## config.mk

```make
export PLATFORM = sky130hd
export DESIGN_NAME = l2_init_sweep
export DESIGN_NICKNAME = d
export VERILOG_FILES = /design/src/l2_mem_pkg.sv /design/src/l2_init_sweep.sv
export SDC_FILE = /design/constraint.sdc
export NUM_CORES = 1
export LEC_CHECK = 0
export BUFFER_PORTS_ARGS = -buffer_cell sky130_fd_sc_hd__buf_2
export CAP_MARGIN = 10
export CORE_AREA = 10 10 47 49
export CTS_BUF_LIST = sky130_fd_sc_hd__clkbuf_8
export CTS_CLUSTER_SIZE = 24
export DETAILED_ROUTE_END_ITERATION = 10
export DIE_AREA = 0 0 57 59
export PLACE_DENSITY = 0.44
export RECOVER_POWER = 100
export SETUP_SLACK_MARGIN = 0.1
export SLEW_MARGIN = 15
export SYNTH_ARGS = -nofsm -noshare
export SYNTH_HDL_FRONTEND = slang
export SYNTH_SLANG_ARGS = --single-unit
```

## constraint.sdc

```tcl
create_clock -name clk -period 1.6 [get_ports clk]
set_clock_uncertainty 0.15 [all_clocks]
set_input_delay 0 -clock clk [delete_from_list [all_inputs] [get_ports clk]]
set_output_delay 0 -clock clk [all_outputs]
set_load 0.05 [all_outputs]
```

## src/l2_mem_pkg.sv

```systemverilog
// geometry, field types and sweep states shared by the L2 local memory
// import with a wildcard in each module header

package l2_mem_pkg;

    // way geometry
    localparam int L2_WAYS = 4;
    localparam int L2_WAY_BITS = 2;

    // set geometry
    localparam int L2_SET_BITS = 6;
    localparam int L2_SETS = 64;

    // banks are picked by the top set bits
    localparam int L2_BANK_BITS = 1;
    localparam int L2_BANKS = 2;
    localparam int L2_BANK_SET_BITS = L2_SET_BITS - L2_BANK_BITS;
    localparam int L2_BANK_SETS = L2_SETS / L2_BANKS;

    // field widths
    localparam int L2_TAG_BITS = 12;
    localparam int L2_STATE_BITS = 3;
    localparam int LINE_BITS = 128;

    // coherence state written into every way by the reset sweep
    localparam logic [L2_STATE_BITS-1:0] STATE_INVALID = '0;

    // set index
    typedef logic [L2_SET_BITS-1:0] l2_set_t;

    // way number, also the evict pointer
    typedef logic [L2_WAY_BITS-1:0] l2_way_t;

    // tag
    typedef logic [L2_TAG_BITS-1:0] l2_tag_t;

    // coherence state
    typedef logic [L2_STATE_BITS-1:0] state_t;

    // protection attribute
    typedef logic [0:0] hprot_t;

    // cache line
    typedef logic [LINE_BITS-1:0] line_t;

    // reset sweep FSM
    typedef enum logic {
        INIT_SWEEP,
        INIT_DONE
    } init_state_t;

endpackage

```

## src/l2_init_sweep.sv

```systemverilog
// after reset, steps through every set so all ways get the invalid state
// ready goes high once the last set has been written

`timescale 1ns/1ps

module l2_init_sweep import l2_mem_pkg::*; (
    input  logic    clk,
    input  logic    wr_rst,
    output logic    init_busy,
    output l2_set_t init_set,
    output logic    ready
);

    init_state_t state;
    l2_set_t     set_cnt;

    always_ff @(posedge clk) begin
        if (wr_rst) begin
            state <= INIT_SWEEP;
            set_cnt <= '0;
        end else begin
            case (state)
                INIT_SWEEP: begin
                    // one set per cycle
                    set_cnt <= set_cnt + 1'b1;
                    if (set_cnt == l2_set_t'(L2_SETS - 1)) begin
                        state <= INIT_DONE;
                    end
                end
                default: begin
                    set_cnt <= '0;
                end
            endcase
        end
    end

    assign init_busy = (state == INIT_SWEEP);
    assign init_set = set_cnt;
    assign ready = (state == INIT_DONE);

endmodule

```

* Word level (Yosys, flattened, before mapping) *
Index checks and enable logic that the tools add are counted.

word-level totals
  input bits = 2
  bits in writable memories = 0
  memories = 0
  word-level logic and storage cells = 8
  register bits after elaboration = 7
  output and inout port bits = 8
  latch bits = 0
  ROM bits = 0

cells by class
  multiply operators = 0
  magnitude comparators = 0
  add/subtract/negate cells = 1
  equality and inequality tests = 1
  divide/modulo/power cells = 0
  shifts and indexed selects = 0
  reduce and logical (&&, ||, !) cells = 1
  multiplexer cells = 2
  bitwise logic cells = 1

operators by type and width
  cell                                          number
  adder 6 x 1 -> 6 bit (second input constant)  1
  == test 6 bit (second input constant)         1
  2-to-1 mux 1 bit                              2
  OR reduction 2 bit                            1
  inverter 1 bit                                1

* Longest topological paths before layout *
  depth in word-level cells = 3
  depth in mapped cells = 4
  mapped depth without buffers = 4

* Least setup slack after synthesis *
OpenSTA, ideal clock, no wires.

  path type = register to register
  start = reg set_cnt[0] (netlist: init_set[0])
  end = reg state (netlist: ready)
  required time = 1380 ps
  path slack = 44 ps
  data arrival time = 1335 ps
  stages on the path, launching flop included = 5
  setup time = 70 ps
  cell sequence = dfxtp_1 -> ha_1 -> and3_2 -> nand3_1 -> a21oi_1

on the way
  longest elaborated chain between the ends = 3

ends and longest elaborated chain
  item                      RTL line             source
  start: declaration        l2_init_sweep.sv:15  l2_set_t set_cnt;
  start signal: assignment  l2_init_sweep.sv:25  set_cnt <= set_cnt + 1'b1;
  == test 6 bit             l2_init_sweep.sv:26  if (set_cnt == l2_set_t'(L2_SETS - 1)) begin
  2-to-1 mux 1 bit          l2_init_sweep.sv:26
  2-to-1 mux 1 bit          l2_init_sweep.sv:22  case (state)
  end signal: assignment    l2_init_sweep.sv:19  state <= INIT_SWEEP;
  end signal: assignment    l2_init_sweep.sv:27  state <= INIT_DONE;
  end: declaration          l2_init_sweep.sv:14  init_state_t state;

Every way passes these cells.
A chain may end at the register's enable or synchronous reset.

* Worst setup path after layout *
  start = reg set_cnt[4] (netlist: init_set[4])
  end = out init_set[4]

RTL lines
  item              RTL line             source
  end: declaration  l2_init_sweep.sv:10  output l2_set_t init_set,

No word-level cell between the ends.

==> run summary <==
Post-Synth Simple-Gate Area - 24.40%
Nets - 45
TritonCTS clock tree - done
CTS Buffer Depth - 2
fin crit share - 78.23%
crit-path max cell delay - 0.49 ns
register area share after synthesis - 53.59%
power share of the clock group - 50.8%
hold_buf cts - 1
fmax - 0.7989 GHz
Cell variety after synth - 15
most frequent cell after synthesis - dfxtp_1
critical path buffer and inverter count - 1
Die Area - 3363 sq um
Initial Util - 18.66%
Inserted Diodes - 0
post_cts resized - 0
internal power - 0.0003600 W
synthesis-stage register bit count - 7
CP Data Required Time - 1.45 ns
largest family of logic cells by synthesized area - simple AND/OR/NAND/NOR gates
Combinational Power Share - 9.2%
Slowest-stage cell, CP - clkbuf_1
Worst-Margin Slew - 0.6021 ns
Placed Instance Area - 330.3 sq um
first-pass GRT wire length - 1062 um
Post-synth top flop - dfxtp_1
layout cells sized above 1 - 17.07%
via count - 229
final core utilization - 26.25%
delay-heaviest family, CP - buffers and inverters
final setup TNS - 0 ns
Fill cells - 172
drt first-iter violations - 1
minimum clock period - 1.252 ns
Seq pwr share - 39.9%
Met1 Routed Length - 235 um
post-synthesis async set-or-reset flop share - 0%
Slew Limit Headroom - 60.04%
Net Count, Synth - 30
Adder-Cell Fraction of Synth Area - 4.785%
Std-Cell Rows - 14
Sink Count - 7
final cell count without fillers - 57
RSZ-0062 raised after global routing - no
Placeable Area - 1401 sq um
wire per inst - 9.947 um
die height - 59 um
design area - 367.9 sq um
Post CTS Setup Buffer Count - 0
Synth Cell Area - 261.5 sq um
cells after synthesis - 27
Synth Area in XOR/XNOR - 10.05%
P_sw - 0.0001135 W
Root Driver - clkbuf_8
Power, Total - 0.0004735 W
max_cap viols - 0
Yosys Warn Count - 0
synth top area cells - dfxtp_1 (54%), nor2_1 (7.2%), xnor2_1 (6.7%)
routed wl met3 - 81 um
initial antenna violation count - 0
Worst Hold Class - reg2reg
critical path type - reg2out
Synth-to-Final Area Change - 40.67%
met2 wire len - 250 um
Top Metal Used - met3
PD cells - 1287 nW/um^2
syn_area_per_cell - 9.685 sq um
Setup Viol. Count Final - 0
worst-path cell chain - clkbuf_1
Reg clk slew, reported paths - 0.04 ns
number of top-level pins - 10
all-layer global routing usage - 4.284%
number of flops mapped to enable cells by yosys - 0
Startpoint Class - flip-flop
Post-Place Cells - 52
Yosys top cell area share - 53.59%
status - finished, final reports clean
DRC viols - 0
global placement routability congestion - 0.6660
critical path arrival - 1.10 ns
largest net degree at the start of global routing - 6
CTS Buf Count - 3
post-synthesis mux area share - 0%
number of global-route vias before repair - 240
Clock Latency Late Sink - 0.22 ns
Overflow after GRT - 0
Worst VDD drop - 750.5 uV
Final Max Slew Viols - 0
Post-DRT Antenna Nets - 0
Fin. Hold Viols - 0
crit end category - output port
H-tree depth - 1
vias per inst - 4.018
Leakage - 0.1407 nW
count of input and output buffers - 9
Compound-Gate Fraction of Synth Area - 5.742%
top cells by count, synth - dfxtp_1 (7), nor2_1 (5), a21oi_1 (2), xnor2_1 (2)
Initial DRT Pass Iterations - 3
Max Fanout on Critical Path - 4
drt total wl - 567 um
cell taking the most area after synthesis - dfxtp_1
width of the chip - 57 um
switching part of the total - 23.97%
logic make-up after synthesis:
kind of cell    after synthesis
buf+inv                       1
compound gates                3
flops                         7
fa+ha+maj                     1
simple gates                 12
xor+xnor                      3
sequential cells by signal, summed over array words and instances (netlist names):
register / cells
init_set: 6
ready: 1
power by group through the flow:
stage          Sequential [W]  Combinational, W  Clock [W]
2_1_floorplan        0.000216         0.0000106          0
3_3_place_gp         0.000193         0.0000452          0
3_5_place_dp         0.000194         0.0000455          0
4_1_cts              0.000191         0.0000475   0.000252
5_1_grt              0.000190         0.0000491   0.000263
6_report             0.000189         0.0000438   0.000241
routing by layer:
metal	vias to the layer above	global-route usage (%)
met5	-	0
met4	0	2.013
met3	0	4.721
met2	9	5.736
met1	104	4.052
li1	116	-
worst reg2reg max path: cells and delay by family, from the launching register on:
kind,cells,cell delay (ns)
compound gates,1,0.13
flops,1,0.37
simple gates,2,0.50
cell type report:
cell class	instances	area [sq um]	area share, %
clock inverter	1	3.754	1.020
timing repair buffer	10	43.79	11.90
sequential	7	142.6	38.78
tap	16	20.02	5.442
inverter	1	3.754	1.020
clock buffer	3	41.29	11.22
multi-input combinational	19	112.6	30.61
metrics by stage:
step | setup WS (ns) | hold slack (ns)
after floorplan | 0.1819 | -0.08093
after CTS | 0.3935 | 0.2917
final | 0.3483 | 0.3130
after global placement | 0.3947 | 0.03168
after global routing | 0.2864 | 0.3363
after detailed placement | 0.3957 | 0.03615
cell usage in the layout, fill, tap and decap left out, drive strengths merged:
| cell | instances |
|---|---|
| a21oi | 2 |
| and2 | 1 |
| and3 | 1 |
| clkbuf | 12 |
| dfxtp | 7 |
| dlygate4sd3 | 1 |
| ha | 1 |
| inv | 2 |
| nand2 | 1 |
| nand3 | 2 |
| nor2 | 5 |
| o21ai | 1 |
| or2 | 1 |
| or3 | 1 |
| xnor2 | 2 |
| xor2 | 1 |
path summary, 6_finish.rpt:
check / startpoint / to / slack, ns / cells after the start
worst max-delay path: init_set[4] / init_set[4] / 0.35 / 1
worst min-delay path: init_set[0] / init_set[0] / 0.31 / 1
worst max register to register: init_set[0] / init_set[5] / 0.39 / 3
worst min register to register: init_set[0] / init_set[0] / 0.31 / 1
(Power assumes the default switching activity.)
