[src/l2_mem_pkg.sv]
// geometry, field types and sweep states shared by the L2 local memory
// import with a wildcard in each module header

package l2_mem_pkg;

    // way geometry
    localparam int L2_WAYS = 4;
    localparam int L2_WAY_BITS = 2;

    // set geometry
    localparam int L2_SET_BITS = 6;
    localparam int L2_SETS = 64;

    // banks are picked by the top set bits
    localparam int L2_BANK_BITS = 1;
    localparam int L2_BANKS = 2;
    localparam int L2_BANK_SET_BITS = L2_SET_BITS - L2_BANK_BITS;
    localparam int L2_BANK_SETS = L2_SETS / L2_BANKS;

    // field widths
    localparam int L2_TAG_BITS = 12;
    localparam int L2_STATE_BITS = 3;
    localparam int LINE_BITS = 128;

    // coherence state written into every way by the reset sweep
    localparam logic [L2_STATE_BITS-1:0] STATE_INVALID = '0;

    // set index
    typedef logic [L2_SET_BITS-1:0] l2_set_t;

    // way number, also the evict pointer
    typedef logic [L2_WAY_BITS-1:0] l2_way_t;

    // tag
    typedef logic [L2_TAG_BITS-1:0] l2_tag_t;

    // coherence state
    typedef logic [L2_STATE_BITS-1:0] state_t;

    // protection attribute
    typedef logic [0:0] hprot_t;

    // cache line
    typedef logic [LINE_BITS-1:0] line_t;

    // reset sweep FSM
    typedef enum logic {
        INIT_SWEEP,
        INIT_DONE
    } init_state_t;

endpackage

[src/l2_wr_ctrl.sv]
// turns the way number and field strobes into per-way write enables
// while the reset sweep runs, only the state field is written, in all ways

`timescale 1ns/1ps

module l2_wr_ctrl import l2_mem_pkg::*; (
    input  l2_set_t            set_in,
    input  l2_way_t            way,
    input  state_t             wr_data_state,
    input  logic               wr_en_line,
    input  logic               wr_en_state,
    input  logic               wr_en_evict_way,
    input  logic               wr_en_put_reqs,
    input  logic               init_busy,
    input  l2_set_t            init_set,
    output l2_set_t            wr_set,
    output state_t             wr_state,
    output logic [L2_WAYS-1:0] we_tag,
    output logic [L2_WAYS-1:0] we_state,
    output logic [L2_WAYS-1:0] we_hprot,
    output logic [L2_WAYS-1:0] we_line,
    output logic               we_evict
);

    logic [L2_WAYS-1:0] way_oh;

    // one-hot way select
    always_comb begin
        way_oh = '0;
        for (int i = 0; i < L2_WAYS; i++) begin
            if (way == l2_way_t'(i)) begin
                way_oh[i] = 1'b1;
            end
        end
    end

    always_comb begin
        if (init_busy) begin
            // sweep owns the write port
            wr_set = init_set;
            wr_state = STATE_INVALID;
            we_tag = '0;
            we_state = '1;
            we_hprot = '0;
            we_line = '0;
            we_evict = 1'b0;
        end else begin
            wr_set = set_in;
            wr_state = wr_data_state;
            we_tag = '0;
            we_state = '0;
            we_hprot = '0;
            we_line = '0;
            we_evict = wr_en_evict_way;

            // a put request fills every field of the way
            if (wr_en_put_reqs) begin
                we_tag = way_oh;
                we_hprot = way_oh;
            end
            if (wr_en_state || wr_en_put_reqs) begin
                we_state = way_oh;
            end
            if (wr_en_line || wr_en_put_reqs) begin
                we_line = way_oh;
            end
        end
    end

endmodule

[config.mk]
export PLATFORM = sky130hd
export DESIGN_NAME = l2_wr_ctrl
export DESIGN_NICKNAME = d
export VERILOG_FILES = /design/src/l2_mem_pkg.sv /design/src/l2_wr_ctrl.sv
export SDC_FILE = /design/constraint.sdc
export NUM_CORES = 1
export LEC_CHECK = 0
export BUFFER_PORTS_ARGS = -buffer_cell sky130_fd_sc_hd__buf_2
export CAP_MARGIN = 20
export CORE_AREA = 2 2 39 41
export DETAILED_ROUTE_END_ITERATION = 10
export DIE_AREA = 0 0 41 43
export SLEW_MARGIN = 10
export SYNTH_ARGS = -nofsm -noshare
export SYNTH_HDL_FRONTEND = slang
export SYNTH_SLANG_ARGS = --single-unit
[constraint.sdc]
create_clock -name vclk -period 1.4
set_input_delay 0.28 -clock vclk [all_inputs]
set_output_delay 0.28 -clock vclk [all_outputs]
set_load 0.01 [all_outputs]
# Yosys cells after proc, flatten, opt, wreduce, memory -nomap -nowiden
# Index checks and enable logic that the tools add are counted.
[totals]
register_bits = 0
latchBits = 0
memories = 0
ram_bits = 0
mem_bits_ro = 0
out_inout_bits = 26
[op_classes]
mul = 0
n_div = 0
addsub = 0
shifts = 0
eq_ne = 3
magnitude_cmp = 0
bitwise = 0
n_reduce_logical = 3
mux = 13
[op_table]
columns = ["operator", "count"]
rows = [
  ["2-to-1 mux 4 bit", 6],
  ["2-to-1 mux 6 bit", 1],
  ["2-to-1 mux 1 bit", 5],
  ["equality test 2 bit (second input constant)", 2],
  ["2-to-1 mux 3 bit", 1],
  ["equality test 2 x 1 -> 1 bit (second input constant)", 1],
  ["logical NOT 2 bit", 1],
  ["logical OR 1 bit", 2],
]

# Longest topological paths before layout
# Gate-level depths: netlist of run 1.
[logic_depth]
ltp_word = 4
mapped_depth = 3

# Least setup slack after synthesis of run 1
# No wires, ideal clock.
[synth_path]
path_type = "input -> output"
startpoint = "input port init_busy"
endpoint = "output port we_tag[0]"
t_required_ns = 1.120
t_arrival_ns = 0.964
cell_stages = 3
n_path_buf = 1
setup_slack_ns = 0.156
cell_sequence = "nand2b_1 > nor3_1 > buf_4"
[synth_between]
elab_chain_len = 1
[synth_lines]
columns = ["item", "line_no", "rtl"]
rows = [
  ["start, declared", "l2_wr_ctrl.sv:14", "input logic init_busy,"],
  ["2-to-1 mux 4 bit", "-", ""],
  ["end, declared", "l2_wr_ctrl.sv:18", "output logic [L2_WAYS-1:0] we_tag,"],
]
# No other way between the ends.

# Final worst setup path of run 1
[layout_path]
startpoint = "input port init_busy"
endpoint = "output port wr_set[5]"
[layout_between]
elab_chain_len = 1
[layout_lines]
columns = ["item", "line_no", "rtl"]
rows = [
  ["2-to-1 mux 6 bit", "l2_wr_ctrl.sv:38", "if (init_busy) begin"],
  ["end, declared", "l2_wr_ctrl.sv:16", "output l2_set_t wr_set,"],
]
# No other way between the ends.

==> results of run 1 <==
[cells by family (layout without fill, tap and decap cells)]
| group | count (synthesis) | after routing | synth area share |
|---|---|---|---|
| muxes | 6 | 6 | 0.3520 |
| and+or+nand+nor | 17 | 17 | 0.3418 |
| buffers and inverters | 6 | 49 | 0.1837 |
| AOI/OAI and AO/OA | 5 | 5 | 0.1225 |
[worst min path at each step]
stage / startpoint / to / slack [ps] / depth (start not counted)
6_report: wr_en_evict_way / we_evict / 860 / 3
5_1_grt: set_in[0] / wr_set[0] / 880 / 3
4_1_cts: wr_en_evict_way / we_evict / 860 / 3
3_5_place_dp: wr_en_evict_way / we_evict / 860 / 3
3_3_place_gp: wr_data_state[1] / wr_state[1] / 860 / 3
2_1_floorplan: way[1] / we_line[0] / 610 / 1
[repair_timing]
action                                 CTS  global route
resized for setup                        0             2
endpoints found under the hold margin    0             0
setup endpoints to repair                0             3
[power breakdown]
group | internal [W] | leakage [nW] | switching [W]
logic | 0.0000759 | 0.300 | 0.0000679
clock network | 0 | 0 | 0
registers | 0 | 0 | 0
total | 0.0000759 | 0.300 | 0.0000679
[cell type report]
class	instances	share of cell area
Tap cell	16	0.04233
Inverter	1	0.007937
Multi-Input combinational cell	28	0.4418
Timing Repair Buffer	48	0.5079
[cells in the mapped netlist]
cell | instances | area, µm²
o21ai_0 | 3 | 15.01
nor2b_1 | 4 | 25.02
nand2_1 | 1 | 3.750
buf_4 | 4 | 30.03
nor3_1 | 2 | 10.01
mux2_4 | 5 | 75.07
mux2_2 | 1 | 11.26
inv_1 | 1 | 3.750
o31ai_1 | 1 | 7.510
nor2_1 | 7 | 26.28
o21bai_1 | 1 | 7.510
nand2b_1 | 3 | 18.77
buf_6 | 1 | 11.26
[stage by stage]
| stage | util | total power (W) | std cells |
|---|---|---|---|
| after floorplan | - | 0.00007764 | 34 |
| final | 0.3418 | 0.0001438 | 93 |
| after CTS | 0.3354 | 0.0001440 | 93 |
| after global placement | 0.3354 | 0.0001412 | 93 |
| after detailed placement | 0.3354 | 0.0001438 | 93 |
| after global routing | 0.3418 | 0.0001577 | 93 |
[routing by layer]
metal	part of all wire	vias up	GRT usage	routed length, µm
li1	-	199	-	-
met1	0.37	162	0.1234	320
met2	0.53	17	0.1531	462
met3	0.098	0	0	85
met4	0	0	0	0
met5	0	-	0	0
==> results.yml, run 1 <==
layout:
  diodes: 0
  nFlopsAndLatches: 0
  final_cell_area_um2: 473.0
  multi_input_area_um2: 209.0
  regArea_um2: 0
  syn_to_final_growth_pct: 92.86
  layout_commonest_cell: "buf_2"
  final_nets: 101
  nClkBuffers: 0
  layout_common_cells: "48 x buf_2, 7 x nor2_1, 5 x mux2_4"
  fillerInstances: 165
  drive_gt1_frac: 0.7273
global_route:
  overflow: 0
  grt_pass1_vias: 285
  antenna_found_initial: 0
  grt_pass1_wl_mm: 1.200
  grt.total_usage: 0.08791
  grt_start_max_net_pins: 14
timing:
  whs_ps: 862.5
  setup_viol: 0
  hold_viol: 0
  finalSetupTns_ps: 0
  slew_headroom: 0.8138
  worstMarginPinSlew_ps: 279.3
  post-route-period-util: 0.9451
  worst_slack_ps: 76.90
  post-route-min-period_ps: 1323
  fmax_ghz: 0.7558
  drv_slew: 0
  rsz0062_at_grt: "no"
placement:
  port_buffers: 48
  dpl_cell_area_um2: 464.2
  dp_worst_setup_slack_ps: 36.48
  gp_congestion: 0.6496
  dp_hpwl_um: 799.2
cts:
  cts_setup_buffers: 0
  hold_buffers: 0
setup_path:
  path_common_cell: "buf_2"
  critPathMaxFanout: 13
  critical_path_buf_inv_count: 2
  cp.arrival_ps: 1040
  worstSetupStartpoint: "init_busy"
  cpLargestDelayFamily: "buffers and inverters"
  worstPathRequired_ps: 1120
  crit_path_end: "wr_set[5]"
  endpoint_kind: "primary output"
  worstPathCellList: "buf_2, mux2_2, buf_2"
  slowest_delay_ps: 370
  worst-setup-path-type: "input port to primary output"
  critPathLaunchType: "input port"
  worst_path_max_delay_cell: "mux2_2"
  path_depth: 3
floorplanning:
  dieWidth_um: 41
  std_cell_rows: 14
  core_um2: 1384
  initial_core_util: 0.1772
  dieArea_um2: 1763
  ios: 48
  die_y_um: 43
yosys:
  ys_types: 13
  synth_seq_area_share: 0
  synth.avg_cell_area_um2: 7.213
  syn-num-nets: 56
  syn_inst: 34
  ys_warn_count: 0
  syn_area_um2: 245.2
power:
  p_leak_nw: 0.2999
  peakVddDrop_uv: 75.95
  power.density_nw_per_um2: 304.0
routing:
  route.detailed.drc: 0
  drtIter0Drc: 1
  vias: 378
  finalWirelength_um: 868
  vias_per_cell: 4.065
  first_pass_iters: 2
  ant_nets: 0
  wl_per_cell_um: 9.333
run:
  drv_cap: 0
status:
  outcome: "completed"
min_path:
  hold_class: "input port to primary output"
Power figures use the tool's default switching activity.
==> run 2: changes to the inputs <==
==> constraint.sdc (replaced) <==
create_clock -name vclk -period 1.2
set_input_delay 0.24 -clock vclk [all_inputs]
set_output_delay 0.24 -clock vclk [all_outputs]
set_load 0.01 [all_outputs]
==> run 2 against run 1 <==
Against the previous run:
- global-route usage did not move
- combinational power increased by 22%
- sequential share of layout area unchanged
- largest power group unchanged
- routed wire length grew 1.0%
- largest cell class unchanged
- total power is 23% higher
==> results.yml, run 2 (synthesis gave the netlist of run 1 again) <==
routing:
  vias: 372
  finalWirelength_um: 877
  ant_nets: 0
  wl_per_cell_um: 9.430
  first_pass_iters: 2
  vias_per_cell: 4.000
  drtIter0Drc: 4
  route.detailed.drc: 0
global_route:
  grt_pass1_wl_mm: 1.200
  grt.total_usage: 0.08791
  overflow: 0
  grt_pass1_vias: 285
  antenna_found_initial: 0
  grt_start_max_net_pins: 14
layout:
  nFlopsAndLatches: 0
  layout_commonest_cell: "buf_2"
  nClkBuffers: 0
  stdcell_count: 93
  layout_common_cells: "47 x buf_2, 7 x nor2_1, 5 x mux2_4"
  regArea_um2: 0
  multi_input_area_um2: 229.0
  syn_to_final_growth_pct: 102.0
  fillerInstances: 162
  drive_gt1_frac: 0.7532
  final_nets: 101
  diodes: 0
placement:
  dp_hpwl_um: 799.2
  dp.cells: 93
  gp_congestion: 0.6496
  port_buffers: 48
floorplanning:
  ios: 48
  dieArea_um2: 1763
  dieWidth_um: 41
  die_y_um: 43
  initial_core_util: 0.1772
  core_um2: 1384
  std_cell_rows: 14
timing:
  hold_viol: 0
  whs_ps: 782.6
  drv_slew: 0
  setup_viol: 0
  post-route-period-util: 0.9616
  finalSetupTns_ps: 0
  rsz0062_at_grt: "no"
  worstMarginPinSlew_ps: 207.0
  post-route-min-period_ps: 1154
  slew_headroom: 0.8608
  fmax_ghz: 0.8666
setup_path:
  endpoint_kind: "primary output"
  worstPathRequired_ps: 960
  worst-setup-path-type: "input port to primary output"
  critPathLaunchType: "input port"
  cp.arrival_ps: 910
  critPathMaxFanout: 13
cts:
  cts_setup_buffers: 0
min_path:
  hold_class: "input port to primary output"
power:
  peakVddDrop_uv: 93.45
  power_w: 0.0001765
  power.density_nw_per_um2: 356.2
  p_leak_nw: 0.3087
run:
  drv_cap: 0
status:
  outcome: "completed"
## run 2: what timing repair did
action / 4_1_cts / 5_1_grt
endpoints found under the hold margin: 0 / 0
gates resized for setup: 2 / 4
setup endpoints to repair: 18 / 4
hold buffers: 0 / 0
## run 2: worst max-delay path, stage by stage
cell	delay, ps
buf_4	190
mux2_2	350
buf_2	140
## run 2: area by class of cell
cell class / instances / share of cell area
tap: 16 / 0.04040
multi-input combinational: 28 / 0.4621
inverter: 1 / 0.007576
timing repair buffer: 48 / 0.4899
## run 2: worst paths after layout
kind | start | endpoint | slack, ps | cells past startpoint
setup / recovery | init_busy | wr_set[5] | 50 | 3
hold / removal | wr_en_evict_way | we_evict | 780 | 3
## run 2: per-stage QoR
stage / area, µm² / utilization / worst slack [ps]
after global routing: 495.5 / 0.3580 / 11.91
after floorplan: 245.2 / - / 35.79
after detailed placement: 464.2 / 0.3354 / -83.52
final: 495.5 / 0.3580 / 46.08
after global placement: 464.2 / 0.3354 / -54.42
after CTS: 474.2 / 0.3427 / 13.90
## run 2: per-layer routing
layer,share of wire,track usage,routed length [µm],vias to the layer above
met2,0.52,0.1531,455,17
met5,0,0,0,-
met1,0.38,0.1234,336,156
met3,0.097,0,85,0
met4,0,0,0,0
li1,-,-,-,199
## run 2: power by group
part / switching (W) / internal, W / leakage (nW)
Combinational: 0.0000827 / 0.0000937 / 0.309
Clock: 0 / 0 / 0
Sequential: 0 / 0 / 0
Total: 0.0000827 / 0.0000937 / 0.309
==> run 3: changes to the inputs <==
--- a/config.mk
+++ b/config.mk
@@ -5,11 +5,11 @@
 export SDC_FILE = /design/constraint.sdc
 export NUM_CORES = 1
 export LEC_CHECK = 0
-export BUFFER_PORTS_ARGS = -buffer_cell sky130_fd_sc_hd__buf_2
 export CAP_MARGIN = 20
 export CORE_AREA = 2 2 39 41
 export DETAILED_ROUTE_END_ITERATION = 10
 export DIE_AREA = 0 0 41 43
+export DONT_BUFFER_PORTS = 1
 export SLEW_MARGIN = 10
 export SYNTH_ARGS = -nofsm -noshare
 export SYNTH_HDL_FRONTEND = slang
==> run 3 against run 2 <==
Against the previous run:
- clock-buffer cell count is the same
- sequential cell count unchanged
- global-route usage fell by 2.5 points
- critical path type unchanged
- critical endpoint is now we_state[1]
- cell count down 47%
- largest cell class is now multi-input combinational cells
==> results.yml, run 3 (synthesis gave the netlist of run 1 again) <==
status:
  outcome: "completed"
layout:
  syn_to_final_growth_pct: 3.572
  layout_common_cells: "7 x nor2_1, 5 x mux2_4, 4 x nor2b_1, 4 x buf_4"
  layout_commonest_cell: "nor2_1"
  regArea_um2: 0
  final_nets: 57
  nFlopsAndLatches: 0
  fillerInstances: 158
  drive_gt1_frac: 0.3030
  nClkBuffers: 0
  diodes: 0
  multi_input_area_um2: 200.2
power:
  peakVddDrop_uv: 67.92
  power.density_nw_per_um2: 357.2
  power_w: 0.00009073
  p_leak_nw: 0.1110
routing:
  drtIter0Drc: 14
  vias: 221
  vias_per_cell: 4.510
  ant_nets: 0
  first_pass_iters: 4
  route.detailed.drc: 0
  finalWirelength_um: 706
  wl_per_cell_um: 14.41
setup_path:
  critPathMaxFanout: 6
  critPathLaunchType: "input port"
  worstPathRequired_ps: 960
  worst_path_max_delay_cell: "o21ai_0"
  cp.arrival_ps: 770
  worst-setup-path-type: "input port to primary output"
  cpLargestDelayFamily: "compound AO/OA/AOI/OAI gates"
  endpoint_kind: "primary output"
  worstPathCellList: "nand2b_1, o21ai_0"
  slowest_delay_ps: 380
  critical_path_buf_inv_count: 0
floorplanning:
  die_y_um: 43
  dieWidth_um: 41
  core_um2: 1384
  initial_core_util: 0.1772
  dieArea_um2: 1763
  ios: 48
  std_cell_rows: 14
cts:
  cts_resized: 0
  hold_buffers: 0
  cts_setup_buffers: 0
timing:
  fmax_ghz: 0.9918
  slew_headroom: 0.6856
  post-route-period-util: 0.8403
  hold_viol: 0
  finalSetupTns_ps: 0
  worstMarginPinSlew_ps: 467.6
  post-route-min-period_ps: 1008
  rsz0062_at_grt: "no"
  setup_viol: 0
  drv_slew: 0
global_route:
  grt_pass1_wl_um: 848
  overflow: 0
  antenna_found_initial: 0
  grt.total_usage: 0.06294
  grt_start_max_net_pins: 14
  grt_pass1_vias: 166
placement:
  gp_congestion: 0.6960
  dp_hpwl_um: 631.2
  port_buffers: 0
min_path:
  hold_end: "wr_state[1]"
  hold_start: "init_busy"
  hold_class: "input port to primary output"
  whs_path_depth: 1
run:
  drv_cap: 0
-- run 3: cell count changes in the layout (fill, tap and decap cells not counted), sizes merged --
cell,previous run,this run
buf,48,4
-- run 3: final cells by class --
type                            instances  share of cell area
Tap cell                               16             0.07882
Timing Repair Buffer                    4              0.1182
Inverter                                1             0.01478
Multi-Input combinational cell         28              0.7882
-- run 3: worst max path at each step --
| stage | from | endpoint | depth (start not counted) | slack, ps |
|---|---|---|---|---|
| after CTS | way[1] | we_state[1] | 2 | 200 |
| after floorplan | init_busy | we_tag[0] | 3 | 40 |
| after global routing | way[1] | we_state[1] | 2 | 160 |
| final | way[1] | we_state[1] | 2 | 190 |
| after detailed placement | way[1] | we_state[1] | 2 | 200 |
| after global placement | way[0] | we_state[2] | 2 | 200 |
-- run 3: per-layer routing --
metal / track usage / share of wire / up-vias
met1: 0.09177 / 0.34 / 97
met4: 0 / 0 / 0
met3: 0.03141 / 0.19 / 0
met5: 0 / 0 / -
met2: 0.08750 / 0.46 / 16
li1: - / - / 108
-- run 3: where the power goes --
group          switching, W  internal, W  total (W)
sequential                0            0          0
combinational     0.0000505    0.0000403  0.0000907
clock                     0            0          0
-- run 3: through the flow --
stage	instances	area (µm²)	hold WS (ps)	setup slack [ps]	util
2_1_floorplan	34	245.2	530.7	35.79	-
3_3_place_gp	49	254.0	533.5	200.3	0.1835
3_5_place_dp	49	254.0	532.0	200.1	0.1835
4_1_cts	49	254.0	532.0	201.3	0.1835
5_1_grt	49	254.0	534.7	160.0	0.1835
6_report	49	254.0	532.3	191.7	0.1835
