--- config.mk ---
export PLATFORM = sky130hd
export DESIGN_NAME = l2_evict_array
export DESIGN_NICKNAME = d
export VERILOG_FILES = /design/src/l2_mem_pkg.sv /design/src/dp_ram.sv /design/src/l2_evict_array.sv
export SDC_FILE = /design/constraint.sdc
export NUM_CORES = 1
export LEC_CHECK = 0
export BUFFER_PORTS_ARGS = -buffer_cell sky130_fd_sc_hd__buf_2
export CELL_PAD_IN_SITES_DETAIL_PLACEMENT = 1
export CELL_PAD_IN_SITES_GLOBAL_PLACEMENT = 2
export CORE_ASPECT_RATIO = 0.5
export CORE_MARGIN = 2
export CORE_UTILIZATION = 45
export CTS_BUF_LIST = sky130_fd_sc_hd__clkbuf_8
export CTS_CLUSTER_DIAMETER = 30
export DETAILED_ROUTE_END_ITERATION = 10
export PLACE_DENSITY = 0.87
export REMOVE_ABC_BUFFERS = 1
export SETUP_SLACK_MARGIN = 0.05
export SYNTH_ARGS = -nofsm -noshare
export SYNTH_HDL_FRONTEND = slang
export SYNTH_SLANG_ARGS = --single-unit
--- constraint.sdc ---
create_clock -name clk -period 3.6 [get_ports clk]
set_clock_uncertainty 0.05 [all_clocks]
set_input_delay 1.08 -clock clk [delete_from_list [all_inputs] [get_ports clk]]
set_output_delay 1.08 -clock clk [all_outputs]
set_load 0.02 [all_outputs]
--- src/l2_mem_pkg.sv ---
// geometry, field types and sweep states shared by the L2 local memory
// import with a wildcard in each module header

package l2_mem_pkg;

    // way geometry
    localparam int L2_WAYS = 4;
    localparam int L2_WAY_BITS = 2;

    // set geometry
    localparam int L2_SET_BITS = 6;
    localparam int L2_SETS = 64;

    // banks are picked by the top set bits
    localparam int L2_BANK_BITS = 1;
    localparam int L2_BANKS = 2;
    localparam int L2_BANK_SET_BITS = L2_SET_BITS - L2_BANK_BITS;
    localparam int L2_BANK_SETS = L2_SETS / L2_BANKS;

    // field widths
    localparam int L2_TAG_BITS = 12;
    localparam int L2_STATE_BITS = 3;
    localparam int LINE_BITS = 128;

    // coherence state written into every way by the reset sweep
    localparam logic [L2_STATE_BITS-1:0] STATE_INVALID = '0;

    // set index
    typedef logic [L2_SET_BITS-1:0] l2_set_t;

    // way number, also the evict pointer
    typedef logic [L2_WAY_BITS-1:0] l2_way_t;

    // tag
    typedef logic [L2_TAG_BITS-1:0] l2_tag_t;

    // coherence state
    typedef logic [L2_STATE_BITS-1:0] state_t;

    // protection attribute
    typedef logic [0:0] hprot_t;

    // cache line
    typedef logic [LINE_BITS-1:0] line_t;

    // reset sweep FSM
    typedef enum logic {
        INIT_SWEEP,
        INIT_DONE
    } init_state_t;

endpackage

--- src/dp_ram.sv ---
// behavioral true dual-port RAM, read-first, registered outputs
// outputs only update while ce is high, writes go through regardless

`timescale 1ns/1ps

module dp_ram #(
    parameter int WIDTH = 8,
    parameter int DEPTH = 64
) (
    input  logic                     clk,
    input  logic [$clog2(DEPTH)-1:0] addr_a,
    input  logic [$clog2(DEPTH)-1:0] addr_b,
    input  logic [WIDTH-1:0]         din_a,
    input  logic [WIDTH-1:0]         din_b,
    input  logic                     we_a,
    input  logic                     we_b,
    input  logic                     ce,
    output logic [WIDTH-1:0]         dout_a,
    output logic [WIDTH-1:0]         dout_b
);

    logic [WIDTH-1:0] mem [DEPTH];

    always_ff @(posedge clk) begin
        // old contents come out when reading and writing the same word
        if (ce) begin
            dout_a <= mem[addr_a];
            dout_b <= mem[addr_b];
        end
        if (we_a) begin
            mem[addr_a] <= din_a;
        end
        if (we_b) begin
            mem[addr_b] <= din_b;
        end
    end

endmodule

--- src/l2_evict_array.sv ---
// per-set evict-way pointer, banked like the field arrays
// only port A of each bank RAM is used

`timescale 1ns/1ps

module l2_evict_array import l2_mem_pkg::*; (
    input  logic    clk,
    input  logic    rd_en,
    input  l2_set_t rd_set,
    input  l2_set_t wr_set,
    input  l2_way_t wr_data,
    input  logic    we,
    output l2_way_t rd_data
);

    logic [L2_BANK_BITS-1:0]     wr_bank;
    logic [L2_BANK_BITS-1:0]     rd_bank;
    logic [L2_BANK_BITS-1:0]     rd_bank_q;
    logic [L2_BANK_SET_BITS-1:0] wr_lo;
    logic [L2_BANK_SET_BITS-1:0] rd_lo;
    l2_way_t                     bank_dout [L2_BANKS];

    assign wr_bank = wr_set[L2_SET_BITS-1 -: L2_BANK_BITS];
    assign rd_bank = rd_set[L2_SET_BITS-1 -: L2_BANK_BITS];
    assign wr_lo = wr_set[L2_BANK_SET_BITS-1:0];
    assign rd_lo = rd_set[L2_BANK_SET_BITS-1:0];

    for (genvar b = 0; b < L2_BANKS; b++) begin : g_bank
        logic we_bank;

        assign we_bank = we && (wr_bank == L2_BANK_BITS'(b));

        dp_ram #(
            .WIDTH(L2_WAY_BITS),
            .DEPTH(L2_BANK_SETS)
        ) ram (
            .clk(clk),
            .addr_a(we_bank ? wr_lo : rd_lo),
            .addr_b('0),
            .din_a(wr_data),
            .din_b('0),
            .we_a(we_bank),
            .we_b(1'b0),
            .ce(rd_en),
            .dout_a(bank_dout[b]),
            .dout_b()
        );
    end

    always_ff @(posedge clk) begin
        if (rd_en) begin
            rd_bank_q <= rd_bank;
        end
    end

    assign rd_data = bank_dout[rd_bank_q];

endmodule

# Yosys cells after proc, flatten, opt, wreduce, memory -nomap -nowiden

Memories as Yosys holds them, arrays and structs flattened. A register that Yosys moved wholly into a read port is not among the register bits.
Cells that the tools add are included.

Bits in registers: 1
Bits in latches: 0
Bits in writable memories: 128
ROM bits: 0
Input port bits: 17
Output and inout port bits: 2
Word-level logic and storage cells: 17
Memories kept: 2

Memories:

| name              | words | bits a word | rd ports | clocked after Yosys merged registers in | wr ports | RTL line     | RTL |
|---|---|---|---|---|---|---|---|
| g_bank[0].ram.mem | 32    | 2           | 1        | 1                                       | 1        | dp_ram.sv:22 | `logic [WIDTH-1:0] mem [DEPTH];` |
| g_bank[1].ram.mem | 32    | 2           | 1        | 1                                       | 1        | dp_ram.sv:22 |  |

Add/subtract/negate cells: 0
$mul: 0
Divide/modulo/power cells: 0
Magnitude comparators: 1
Equal/unequal tests: 0
Shifts and indexed selects: 0
Multiplexer cells: 9
Bitwise operators: 2
Reductions and logical operators: 2

Operators by type and width:

| operator                                                  | number |
|---|---|
| 5-bit 2-to-1 mux                                          | 2 |
| 2-bit 2-to-1 mux                                          | 3 |
| 1-bit 2-to-1 mux                                          | 4 |
| 2-bit greater-or-equal comparator (second input constant) | 1 |
| 1-bit logical AND                                         | 2 |
| 1-bit NOT with 2-bit output                               | 1 |
| 1-bit NOT                                                 | 1 |

# Logic depth before layout (Yosys ltp)

Gate-level depths: netlist of the first run.

Depth in word-level cells: 4
Gate-level depth with buffers: 9
Mapped depth without buffers: 6

# Cells and area by module

A second synthesis of the first run with hierarchy kept.

Cells, all modules: 763
Area, all modules: 9,252.6 µm²

Modules (own cells, without submodules):

| module         | times used | cells each | area an instance (µm²) | sequential area each (µm²) |
|---|---|---|---|---|
| dp_ram         | 2          | 372        | 4,518.1                | 2,042.0 |
| l2_evict_array | 1          | 19         | 216.5                  | 30.0 |

# Worst setup path after synthesis of the first run

OpenSTA, ideal clock, no wires.

Path kind: input to register
Start point: in wr_set[0]
End point: reg g_bank[1].ram.dout_a[1], read port of g_bank[1].ram.mem (data pin)
Setup time: 268 ps
Data arrival time: 2,582 ps
Required time: 3,282 ps
Path slack: 700 ps
Stages: 9
Path buffers: 3
Path through: clkbuf_2 -> and3_1 -> a21oi_2 -> buf_2 -> buf_4 -> mux2i_1 -> o32ai_1 -> nor3_1 -> nand4_1

Cells in the longest elaborated chain, start to end: 1

RTL lines:

| what             | RTL line             | RTL |
|---|---|---|
| start, declared  | l2_evict_array.sv:10 | `input l2_set_t wr_set,` |
| 5-bit 2-to-1 mux | l2_evict_array.sv:38 | `.addr_a(we_bank ? wr_lo : rd_lo),` |
| end, declared    | dp_ram.sv:18         | `output logic [WIDTH-1:0] dout_a,` |

Every way passes these cells.
A chain may end at the register's enable or synchronous reset.

# Worst setup path in the final report of the first run

Start point: in we
End point: reg g_bank[0].ram.dout_a[0], read port of g_bank[0].ram.mem (data pin)

Cells in the longest elaborated chain, start to end: 2

RTL lines:

| what              | RTL line             | RTL |
|---|---|---|
| start, declared   | l2_evict_array.sv:12 | `input logic we,` |
| 1-bit logical AND | l2_evict_array.sv:31 | `assign we_bank = we && (wr_bank == L2_BANK_BITS'(b));` |
| 5-bit 2-to-1 mux  | l2_evict_array.sv:38 |  |
| end, declared     | dp_ram.sv:18         |  |

Every way passes these cells.

==> impl_metrics.csv, run 1 <==
group,metric,value,unit
run_status,run_status,"finished, final reports clean",
critical_path,timing.critical_path.max_delay_family,"buffers and inverters",
route,average_detailed_routed_wire_length_per_instance,21.7,um
cells_and_area,n_antenna_cell,0,
clocking,ctsHoldBuffers,0,
timing,worst-slew-pin-transition,705,ps
timing,timing.final.crit_period,3000,ps
timing,count_of_endpoints_failing_hold_in_the_final_timing_report,0,
clocking,clock_path_buffers,2,
global_routing,overflow,0,
route,postRouteAntennaNets,0,
yosys,synthTopCellsByArea,"sky130_fd_sc_hd__edfxtp_1, sky130_fd_sc_hd__nand2_1, sky130_fd_sc_hd__nor2_1",
critical_path,worst_setup_path_start_kind,"input port",
global_routing,grt_use_met3,5.22,%
route,drc,0,
critical_path,timing.critical_path.fanout_max,14,
global_routing,grt_pass1_wl,22.6,mm
global_routing,met1_usage,29.7,%
power_and_ir_drop,pwr_density_cell,515,nW/um2
route,via_count,3803,
route,post_drt_via_cell_ratio,5.71,
clocking,cts.root.buffer_cell,"sky130_fd_sc_hd__clkbuf_8",
floorplan,fp-row-count,29,
timing,max_freq,333,MHz
floorplan,coreArea,12600,um2
global_routing,vias_in_the_first_global_route,4031,
critical_path,critical_path_arrival,3150,ps
route,firstDrtPassIters,5,
floorplan,start_util,45.9,%
clocking,worst_skew_pair.late_latency,470,ps
clocking,cts_inserted_buffers,17,
cells_and_area,nNetsFinal,501,
global_routing,global_route.usage.total,22.7,%
place,final_weighted_congestion_of_routability_driven_global_placement,0.789,
power_and_ir_drop,cellLeakagePower,0.00219,uW
timing,hold_ws,626,ps
floorplan,die-area,13800,um2
yosys,post-synth-top-area-cell,"sky130_fd_sc_hd__edfxtp_1",
cells_and_area,drive_above_1_share,17.1,%
yosys,synthesis.instances,448,
yosys,synthDistinctLibCells,33,
min_path,hold_path.class,"reg -> reg",
floorplan,horizontal_die_dimension,164,um
timing,final_min_period_over_clock_period,83.4,%
place,hpwl_dp,9.51,mm
global_routing,grt_max_degree,34,
yosys,yosys_register_bits,133,
critical_path,setup.worst_path.end_class,"flip-flop",
global_routing,grt_util_met2,37.1,%
cells_and_area,final_core_util,52.2,%
yosys,synth.top_cell.area_share,69.2,%
global_routing,grt_most_used_layer,"met2",
critical_path,cp_max_stage_cell,"sky130_fd_sc_hd__mux2i_2",
timing,final_max_slew_viol_count,0,
yosys,yosysSeqAreaShare,69.2,%
route,totalWireLength,14.5,mm
critical_path,cp_data_required_time,3750,ps
clocking,post_cts.repair.setup_buffers,0,
floorplan,dieHeight,84.1,um
clocking,numClockSinks,133,
route,detailedRoute.firstIterationViolations,316,
yosys,yosys_warnings,0,
cells_and_area,final.fill_count,1269,
clocking,tritoncts,"done",
critical_path,path_buf_inv,3,
place,placed_area,6150,um2
critical_path,crit_path_cell_trace,"buf_2, nor2b_1, buf_12, mux2i_2, buf_4, a31oi_1, a22oi_1, nand4_1",
timing,relSlewSlack,53.0,%
yosys,netlist_area,5780,um2
flow_run,timing.max_cap.violations,0,
place,buffer_ports.inserted,18,
cells_and_area,syn_to_final_growth,13.8,%
clocking,htree_num_levels,4,
yosys,synthesis.area_per_instance,12.9,um2
timing,rsz0062_at_grt,"no",
clocking,clock_pin_slew_on_the_worst_setup_and_hold_paths,70,ps
timing,finalSetupViolCount,0,
clocking,post_cts_resize_count,0,
cells_and_area,design_area,6570,um2
power_and_ir_drop,worst_ir_drop_vdd,0.000274,V
floorplan,boundaryPins,19,
critical_path,timing.critical_path.slowest_cell_delay,510,ps
global_routing,grt_antenna_before_repair,0,
critical_path,critical_path_class,"in -> reg",
## cell usage after synthesis
master / instances
sky130_fd_sc_hd__a211oi_1: 1
sky130_fd_sc_hd__nand2b_1: 6
sky130_fd_sc_hd__o21ai_0: 1
sky130_fd_sc_hd__clkbuf_1: 8
sky130_fd_sc_hd__nor3_1: 6
sky130_fd_sc_hd__clkbuf_2: 1
sky130_fd_sc_hd__nand4b_1: 1
sky130_fd_sc_hd__a21oi_2: 1
sky130_fd_sc_hd__buf_2: 6
sky130_fd_sc_hd__mux2_2: 7
sky130_fd_sc_hd__a22oi_1: 12
sky130_fd_sc_hd__nand3_1: 12
sky130_fd_sc_hd__o32ai_1: 2
sky130_fd_sc_hd__a31o_2: 1
sky130_fd_sc_hd__mux2i_1: 18
sky130_fd_sc_hd__inv_1: 1
sky130_fd_sc_hd__mux4_2: 8
sky130_fd_sc_hd__edfxtp_1: 133
sky130_fd_sc_hd__and3_1: 1
sky130_fd_sc_hd__mux2i_2: 2
sky130_fd_sc_hd__nand2_1: 85
sky130_fd_sc_hd__a21o_1: 1
sky130_fd_sc_hd__mux2i_4: 1
sky130_fd_sc_hd__a21oi_1: 37
sky130_fd_sc_hd__nor3b_1: 1
sky130_fd_sc_hd__nor2b_1: 3
sky130_fd_sc_hd__nand4_1: 4
sky130_fd_sc_hd__a221oi_1: 2
sky130_fd_sc_hd__a31oi_1: 9
sky130_fd_sc_hd__and2_1: 1
sky130_fd_sc_hd__buf_4: 2
sky130_fd_sc_hd__or2_2: 3
sky130_fd_sc_hd__nor2_1: 71
## cell usage in the layout (no fill, tap or decap), types with 2 or more instances in the layout
cell type and count:
sky130_fd_sc_hd__mux4_2 8, sky130_fd_sc_hd__buf_4 14, sky130_fd_sc_hd__nand4_1 4, sky130_fd_sc_hd__clkbuf_8 17
sky130_fd_sc_hd__a31oi_1 9, sky130_fd_sc_hd__nand2_1 85, sky130_fd_sc_hd__nor3_1 6, sky130_fd_sc_hd__nand2b_1 6
sky130_fd_sc_hd__mux2i_2 2, sky130_fd_sc_hd__inv_1 3, sky130_fd_sc_hd__nor2_1 71, sky130_fd_sc_hd__a21oi_1 37
sky130_fd_sc_hd__mux2_2 7, sky130_fd_sc_hd__clkinv_4 4, sky130_fd_sc_hd__a22oi_1 12, sky130_fd_sc_hd__o32ai_1 2
sky130_fd_sc_hd__mux2i_1 18, sky130_fd_sc_hd__buf_12 2, sky130_fd_sc_hd__bufinv_16 4, sky130_fd_sc_hd__nand3_1 12
sky130_fd_sc_hd__a221oi_1 2, sky130_fd_sc_hd__or2_2 3, sky130_fd_sc_hd__edfxtp_1 133, sky130_fd_sc_hd__buf_2 18
sky130_fd_sc_hd__nor2b_1 3
## power by group
part | internal, uW | switching, uW | total [uW]
combinational | 101 | 195 | 296
clock | 747 | 614 | 1360
sequential | 1720 | 7.06 | 1730
total | 2570 | 816 | 3390
## cell type report
type	count	area (um2)	area share [%]
clock inverter	14	188	2.86
multi-input combinational	297	1710	25.9
tap	170	213	3.24
sequential	133	3990	60.8
clock buffer	17	234	3.56
inverter	1	3.75	0.0571
timing repair buffer	34	235	3.58
## worst reg2reg max path, delay by kind of cell, from the launching register on
family,cells,cell delay [ps]
multiplexers,1,480
flip-flops,1,420
AO/OA/AOI/OAI,1,190
AND/OR/NAND/NOR,1,180
## worst paths after layout
check                                 from                      end  slack [ps]  cells after the start
setup reg to reg  g_bank[1].ram.mem[17][0]  g_bank[1].ram.dout_a[0]        1990                      3
hold / removal    g_bank[0].ram.mem[31][1]  g_bank[0].ram.dout_a[1]         630                      4
hold reg to reg   g_bank[0].ram.mem[31][1]  g_bank[0].ram.dout_a[1]         630                      4
setup / recovery                        we  g_bank[0].ram.dout_a[0]         600                      8
## flip-flops by register name (all words and copies together), names as in the netlist
| name | flops |
|---|---|
| g_bank.ram.dout_a | 4 |
| g_bank.ram.mem | 128 |
| rd_bank_q | 1 |
## per-layer routing
metal / vias up / routed length (um)
met3: 25 / 519
li1: 1740 / -
met5: - / 0
met4: 0 / 252
met1: 1951 / 6380
met2: 87 / 7330
## through the flow
| step | total power, uW | instances | worst slack [ps] | TNS, ps |
|---|---|---|---|---|
| 5_1_grt | 3490 | 666 | 431 | 0 |
| 3_5_place_dp | 2060 | 635 | 120 | 0 |
| 6_report | 3390 | 666 | 599 | 0 |
| 3_3_place_gp | 2050 | 635 | 252 | 0 |
| 2_1_floorplan | 1920 | 431 | -249 | -497 |
| 4_1_cts | 3390 | 666 | 584 | 0 |
## logic make-up after synthesis
| logic type | synth area share (%) |
|---|---|
| AO/OA/AOI/OAI | 7.00 |
| flip-flops | 69.2 |
| buffers and inverters | 1.45 |
| AND/OR/NAND/NOR | 13.9 |
| multiplexers | 8.47 |
(Power assumes the default switching activity.)
==> run 2, diff against run 1 <==
ABC_AREA = 1   (was default)
CORE_UTILIZATION = 37   (was 45)
PLACE_DENSITY = 0.83   (was 0.87)
clock period = 2.7 ns   (was 3.6 ns; I/O delays follow)
==> run 2 against run 1 <==
  * Utilization shrank 9.0 points
  * Largest power group unchanged
  * Sequential share of layout area shrank 4.4 points
  * Final area increased by 7.8%
  * Largest cell class unchanged
  * Global-route usage decreased by 4.4 points
  * Routed wire length is 3.6% higher
  * Worst setup slack worse by 77 ps
  * Critical path depth shrank 6
  * Clock power up 46%
  * Total power up 40%
  * Combinational power up 53%
==> impl_metrics.csv, run 2 <==
group,metric,value,unit
run_status,run_status,"finished, final reports clean",
timing,final_max_slew_viol_count,0,
timing,max_freq,459,MHz
global_routing,grt_most_used_layer,"met2",
global_routing,vias_in_the_first_global_route,4777,
clocking,tritoncts,"done",
clocking,htree_num_levels,4,
yosys,netlist_area,6210,um2
critical_path,crit_path_cell_trace,"mux2_2, buf_2",
timing,timing.final.crit_period,2180,ps
floorplan,boundaryPins,19,
power_and_ir_drop,cellLeakagePower,0.00292,uW
cells_and_area,nNetsFinal,715,
route,firstDrtPassIters,4,
critical_path,timing.critical_path.max_delay_family,"flip-flops",
power_and_ir_drop,comb_power_share,9.5,%
timing,worst-slew-pin-transition,681,ps
timing,count_of_endpoints_failing_hold_in_the_final_timing_report,0,
clocking,cts.root.buffer_cell,"sky130_fd_sc_hd__clkbuf_8",
route,post_drt_via_cell_ratio,4.75,
flow_run,timing.max_cap.violations,0,
clocking,ctsHoldBuffers,0,
clocking,post_cts.repair.setup_buffers,0,
cells_and_area,final.fill_count,1904,
yosys,post-synth-top-area-cell,"sky130_fd_sc_hd__edfxtp_1",
timing,relSlewSlack,54.6,%
yosys,synth-edff-count,133,
global_routing,met1_usage,21.8,%
critical_path,setup.worst_path.end_class,"output port",
yosys,synthesis.instances,661,
place,final_weighted_congestion_of_routability_driven_global_placement,0.723,
timing,rsz0062_at_grt,"no",
route,average_detailed_routed_wire_length_per_instance,16.0,um
critical_path,critical_path_arrival,1320,ps
place,post-place-cells,906,
route,via_count,4457,
cells_and_area,n_antenna_cell,0,
critical_path,timing.critical_path.fanout_max,2,
clocking,clock_path_buffers,2,
yosys,synth.top_cell.area_share,64.4,%
global_routing,overflow,0,
min_path,hold_path.class,"in -> reg",
cells_and_area,drive_above_1_share,13.4,%
power_and_ir_drop,p_int,3610,uW
yosys,yosys_register_bits,133,
yosys,yosysMostFrequentCell,"sky130_fd_sc_hd__nand2_1",
global_routing,grt_pass1_wl,24.6,mm
global_routing,grt_util_met2,33.6,%
clocking,clock_pin_slew_on_the_worst_setup_and_hold_paths,70,ps
power_and_ir_drop,pwr_density_cell,669,nW/um2
power_and_ir_drop,switching_share,23.8,%
power_and_ir_drop,worst_ir_drop_vdd,0.000279,V
global_routing,grt_use_met3,3.61,%
yosys,synthesis.area_per_instance,9.39,um2
yosys,synthDistinctLibCells,22,
clocking,cts_inserted_buffers,17,
yosys,yosysSeqAreaShare,64.4,%
route,detailedRoute.firstIterationViolations,168,
global_routing,grt_max_degree,65,
yosys,asyncSetResetFlopFracSynth,0,%
yosys,yosys_warnings,0,
route,postRouteAntennaNets,0,
power_and_ir_drop,pwr-share-clk,41.8,%
yosys,synth_top_cells_by_count,"sky130_fd_sc_hd__nand2_1, sky130_fd_sc_hd__edfxtp_1, sky130_fd_sc_hd__nor2_1",
critical_path,worst_setup_path_start_kind,"flip-flop",
route,totalWireLength,15.0,mm
clocking,numClockSinks,133,
cells_and_area,syn_to_final_growth,14.2,%
floorplan,start_util,37.9,%
yosys,synthTopCellsByArea,"sky130_fd_sc_hd__edfxtp_1, sky130_fd_sc_hd__nand2_1, sky130_fd_sc_hd__nand3_1",
yosys,synthFlopType,"sky130_fd_sc_hd__edfxtp_1",
cells_and_area,most_common_cell_after_layout_fill_and_taps_aside,"sky130_fd_sc_hd__nand2_1",
floorplan,horizontal_die_dimension,187,um
power_and_ir_drop,relative_contribution_of_sequential_cells_to_total_power,48.7,%
global_routing,grt_antenna_before_repair,0,
timing,finalSetupViolCount,0,
cells_and_area,finish.cell_count_without_fillers,938,
clocking,post_cts_resize_count,0,
cells_and_area,largest-register,"g_bank.ram.mem",
global_routing,global_route.usage.total,18.3,%
critical_path,path_buf_inv,1,
power_and_ir_drop,power.switching,1130,uW
critical_path,critical_path_class,"reg -> out",
place,hpwl_dp,9.59,mm
critical_path,timing.critical_path.slowest_cell_delay,380,ps
timing,final_min_period_over_clock_period,80.7,%
clocking,worst_skew_pair.late_latency,450,ps
route,drc,0,
cells_and_area,final_core_util,43.2,%
cells_and_area,final_cell_mix,"sky130_fd_sc_hd__nand2_1, sky130_fd_sc_hd__edfxtp_1, sky130_fd_sc_hd__nor2_1, sky130_fd_sc_hd__nand3_1, sky130_fd_sc_hd__inv_1",
critical_path,cp_max_stage_cell,"sky130_fd_sc_hd__edfxtp_1",
floorplan,fp-row-count,33,
floorplan,die-area,17900,um2
cells_and_area,top_regs,"g_bank.ram.mem: 128 flops, g_bank.ram.dout_a: 4 flops, rd_bank_q: 1 flops",
cells_and_area,number_of_flip_flops_under_the_largest_register_name,128,
critical_path,cp_data_required_time,1840,ps
floorplan,dieHeight,95.6,um
place,buffer_ports.inserted,18,
floorplan,coreArea,16400,um2
-- run 2: cell count changes after synthesis, moves of 5 or more --
cell                       delta
sky130_fd_sc_hd__a31oi_1      -9
sky130_fd_sc_hd__nor3_1       -6
sky130_fd_sc_hd__a21oi_1     -37
sky130_fd_sc_hd__inv_2        +5
sky130_fd_sc_hd__mux2i_1     -18
sky130_fd_sc_hd__nand3_1     +48
sky130_fd_sc_hd__nand2_1    +221
sky130_fd_sc_hd__mux4_2       -8
sky130_fd_sc_hd__mux2_2       -5
sky130_fd_sc_hd__nor2_1       +9
sky130_fd_sc_hd__nand2b_1     -6
sky130_fd_sc_hd__a22oi_1     -12
sky130_fd_sc_hd__nor2_2       +9
sky130_fd_sc_hd__inv_1       +27
-- run 2: logic make-up after synthesis --
kind of cell | Yosys count | share of synthesized area, %
buf+inv | 55 | 4.09
compound gates | 8 | 1.07
flops | 133 | 64.4
mux | 2 | 0.363
simple gates | 463 | 30.1
-- run 2: final cells by class --
cell class	instances	area [um2]	area share, %
sequential	133	3990	56.4
inverter	34	130	1.84
multi-input combinational	473	1960	27.6
tap	227	284	4.01
timing repair buffer	39	248	3.50
clock buffer	17	234	3.30
clock inverter	15	238	3.36
-- run 2: layer usage --
metal / vias to the layer above / share of wire, %
met5: - / 0
met4: 0 / 1.9
met3: 27 / 2.3
met2: 44 / 50
met1: 2159 / 46
li1: 2227 / -
-- run 2: final timing paths --
| path | depth (start not counted) | start | slack (ps) | end |
|---|---|---|---|---|
| worst max-delay path | 2 | rd_bank_q | 520 | rd_data[0] |
| worst max register to register | 8 | g_bank[1].ram.mem[22][1] | 1370 | g_bank[1].ram.dout_a[1] |
| worst min-delay path | 1 | rd_set[5] | 490 | rd_bank_q |
| worst min register to register | 8 | g_bank[0].ram.mem[18][0] | 760 | g_bank[0].ram.dout_a[0] |
-- run 2: power by group through the flow --
| stage | registers, uW | logic, uW | clock network (uW) |
|---|---|---|---|
| 6_report | 2310 | 452 | 1980 |
| 5_1_grt | 2310 | 518 | 2090 |
| 4_1_cts | 2310 | 460 | 2010 |
| 3_5_place_dp | 2350 | 456 | 0 |
| 3_3_place_gp | 2350 | 446 | 0 |
| 2_1_floorplan | 2350 | 268 | 0 |
-- run 2: worst register-to-register path, stage by stage, from the launching register on --
cell and delay [ps]:
sky130_fd_sc_hd__edfxtp_1 370, sky130_fd_sc_hd__nand3_1 90, sky130_fd_sc_hd__nand2_1 50, sky130_fd_sc_hd__nand2_1 50, sky130_fd_sc_hd__nand2_1 60, sky130_fd_sc_hd__nand2_1 60
sky130_fd_sc_hd__nand2_1 50, sky130_fd_sc_hd__nor2_1 130, sky130_fd_sc_hd__nand2_1 130
-- run 2: stage by stage --
step | instance area, um2 | hold slack, ps | power (uW) | TNS (ps) | worst slack, ps
detailed placement | 6610 | 739 | 2810 | 0 | 137
floorplan | 6080 | 671 | 2620 | -10080 | -599
global placement | 6610 | 720 | 2800 | 0 | 167
global route | 7090 | 469 | 4920 | 0 | 392
CTS | 7090 | 465 | 4780 | 0 | 481
finish | 7090 | 488 | 4740 | 0 | 522
==> run 3, diff against run 2 <==
clock period = 1.92 ns   (was 2.7 ns; I/O delays follow)
==> run 3 against run 2 <==
  * Via count rose by 4.1%
  * Utilization rose by 2.4 points
  * The flow now finishes with violations (setup timing)
  * Non-clock buffer count rose by 28
  * Worst hold slack got worse by 230 ps
  * Routed wire length rose by 3.4%
  * First-iteration DRC count fell by 4.2%
  * Count of clock-buffer cells in the layout did not move
  * Combinational power rose by 66%
  * Total power rose by 40%
  * Critical path depth did not move
  * Highest routed layer unchanged
  * Clock power rose by 33%
  * Die area did not move
==> impl_metrics.csv, run 3 (synthesis results as in run 2) <==
group,metric,value,unit
power_and_ir_drop,pwr-share-clk,39.8,%
cells_and_area,number_of_flip_flops_under_the_largest_register_name,128,
power_and_ir_drop,p_int,5030,uW
clocking,clock_pin_slew_on_the_worst_setup_and_hold_paths,70,ps
global_routing,overflow,0,
cells_and_area,syn_to_final_growth,20.4,%
critical_path,setup.worst_path.end_class,"output port",
timing,rsz0062_at_grt,"yes",
clocking,clock_path_buffers,2,
critical_path,critical_path_arrival,1320,ps
route,detailedRoute.firstIterationViolations,161,
power_and_ir_drop,relative_contribution_of_sequential_cells_to_total_power,48.9,%
floorplan,start_util,37.9,%
timing,finalSetupViolCount,2,
cells_and_area,finish.cell_count_without_fillers,965,
place,buffer_ports.inserted,18,
power_and_ir_drop,comb_power_share,11.3,%
critical_path,timing.critical_path.fanout_max,2,
floorplan,dieHeight,95.6,um
place,final_weighted_congestion_of_routability_driven_global_placement,0.743,
cells_and_area,top_regs,"g_bank.ram.mem: 128 flops, g_bank.ram.dout_a: 4 flops, rd_bank_q: 1 flops",
power_and_ir_drop,worst_ir_drop_vdd,0.000374,V
cells_and_area,design_area,7470,um2
floorplan,coreArea,16400,um2
clocking,cts.root.buffer_cell,"sky130_fd_sc_hd__clkbuf_8",
global_routing,grt_pass1_wl,24.5,mm
power_and_ir_drop,switching_share,24.3,%
global_routing,global_route.usage.total,18.4,%
cells_and_area,seq_area,3990,um2
clocking,htree_num_levels,4,
cells_and_area,largest-register,"g_bank.ram.mem",
timing,layout_setup_ws,-30.5,ps
cells_and_area,n_antenna_cell,0,
min_path,hold_path.class,"in -> reg",
place,placed_area,6940,um2
cells_and_area,final.fill_count,1876,
route,post_drt_via_cell_ratio,4.81,
cells_and_area,final_cell_mix,"sky130_fd_sc_hd__nand2_1, sky130_fd_sc_hd__edfxtp_1, sky130_fd_sc_hd__nor2_1, sky130_fd_sc_hd__nand3_1, sky130_fd_sc_hd__buf_4",
route,drc,0,
route,postRouteAntennaNets,0,
run_status,failed_checks,"setup timing",
cells_and_area,drive_above_1_share,18.2,%
clocking,worst_skew_pair.late_latency,450,ps
critical_path,critPathLaunch,"rd_bank_q",
clocking,post_cts.repair.setup_buffers,0,
timing,relSlewSlack,22.4,%
critical_path,timing.rr.start,"g_bank[1].ram.mem[7][0]",
timing,timing.final.crit_period,1950,ps
cells_and_area,nNetsFinal,743,
clocking,numClockSinks,133,
route,totalWireLength,15.5,mm
critical_path,critical_path_class,"reg -> out",
route,firstDrtPassIters,5,
global_routing,grt_max_degree,65,
timing,final_max_slew_viol_count,0,
power_and_ir_drop,power.switching,1610,uW
timing,max_freq,513,MHz
power_and_ir_drop,pwr_density_cell,888,nW/um2
cells_and_area,most_common_cell_after_layout_fill_and_taps_aside,"sky130_fd_sc_hd__nand2_1",
timing,hold_ws,257,ps
global_routing,vias_in_the_first_global_route,4898,
timing,worst-slew-pin-transition,1160,ps
flow_run,timing.max_cap.violations,0,
clocking,cts_inserted_buffers,17,
critical_path,worst_setup_path_start_kind,"flip-flop",
route,via_count,4641,
run_status,run_status,"finished, violations left",
floorplan,die-area,17900,um2
route,average_detailed_routed_wire_length_per_instance,16.1,um
critical_path,cp_data_required_time,1290,ps
clocking,ctsHoldBuffers,0,
floorplan,fp-row-count,33,
global_routing,grt_antenna_before_repair,0,
min_path,min_from,"rd_set[5]",
place,hpwl_dp,10.3,mm
floorplan,horizontal_die_dimension,187,um
floorplan,boundaryPins,19,
timing,count_of_endpoints_failing_hold_in_the_final_timing_report,0,
power_and_ir_drop,cellLeakagePower,0.00310,uW
timing,final_min_period_over_clock_period,102,%
cells_and_area,multi_input_comb_area,2000,um2
power_and_ir_drop,fin_total_pwr,6640,uW
clocking,tritoncts,"done",
place,post-place-cells,933,
## run 3: path summary, 6_finish.rpt
| check | to | slack [ps] | cells past startpoint |
|---|---|---|---|
| worst max register to register | g_bank[1].ram.dout_a[0] | 600 | 8 |
| worst max-delay path | rd_data[1] | -30 | 2 |
| worst min register to register | g_bank[0].ram.dout_a[1] | 800 | 8 |
| worst min-delay path | rd_bank_q | 260 | 1 |
## run 3: stage by stage
stage / util (%) / setup WS (ps) / setup TNS [ps]
floorplan: - / -1140 / -25940
finish: 45.6 / -30.5 / -48.1
global route: 45.6 / -85.5 / -161
CTS: 45.1 / -61.1 / -108
global placement: 42.3 / -363 / -30550
detailed placement: 42.3 / -449 / -38220
## run 3: final cells by class
| class | instances | area share [%] |
|---|---|---|
| clock buffer | 17 | 3.13 |
| clock inverter | 14 | 2.81 |
| inverter | 34 | 1.77 |
| multi-input combinational | 473 | 26.8 |
| sequential | 133 | 53.4 |
| tap | 227 | 3.80 |
| timing repair buffer | 67 | 8.22 |
## run 3: critical path, cell delays in order (launching register included)
cell                       delay [ps]
sky130_fd_sc_hd__edfxtp_1         380
sky130_fd_sc_hd__mux2_2           350
sky130_fd_sc_hd__buf_4            160
## run 3: power by group through the flow
stage	sequential [uW]	clock [uW]	combinational [uW]
after CTS	3250	2690	732
final	3250	2640	749
after detailed placement	3310	0	723
after global placement	3310	0	706
after global routing	3250	2790	842
after floorplan	3310	0	376
## run 3: routing by layer
metal | up-vias | global-route usage [%] | wire [um]
met3 | 22 | 3.79 | 388
met5 | - | 0 | 0
met2 | 52 | 34.7 | 8040
met1 | 2282 | 20.9 | 6830
li1 | 2285 | - | -
met4 | 0 | 6.88 | 250
## run 3: what timing repair did
item	4_1_cts	5_1_grt
gates resized for setup	1	19
setup endpoints to repair	6	44
pin swaps	0	2
gates cloned	0	1
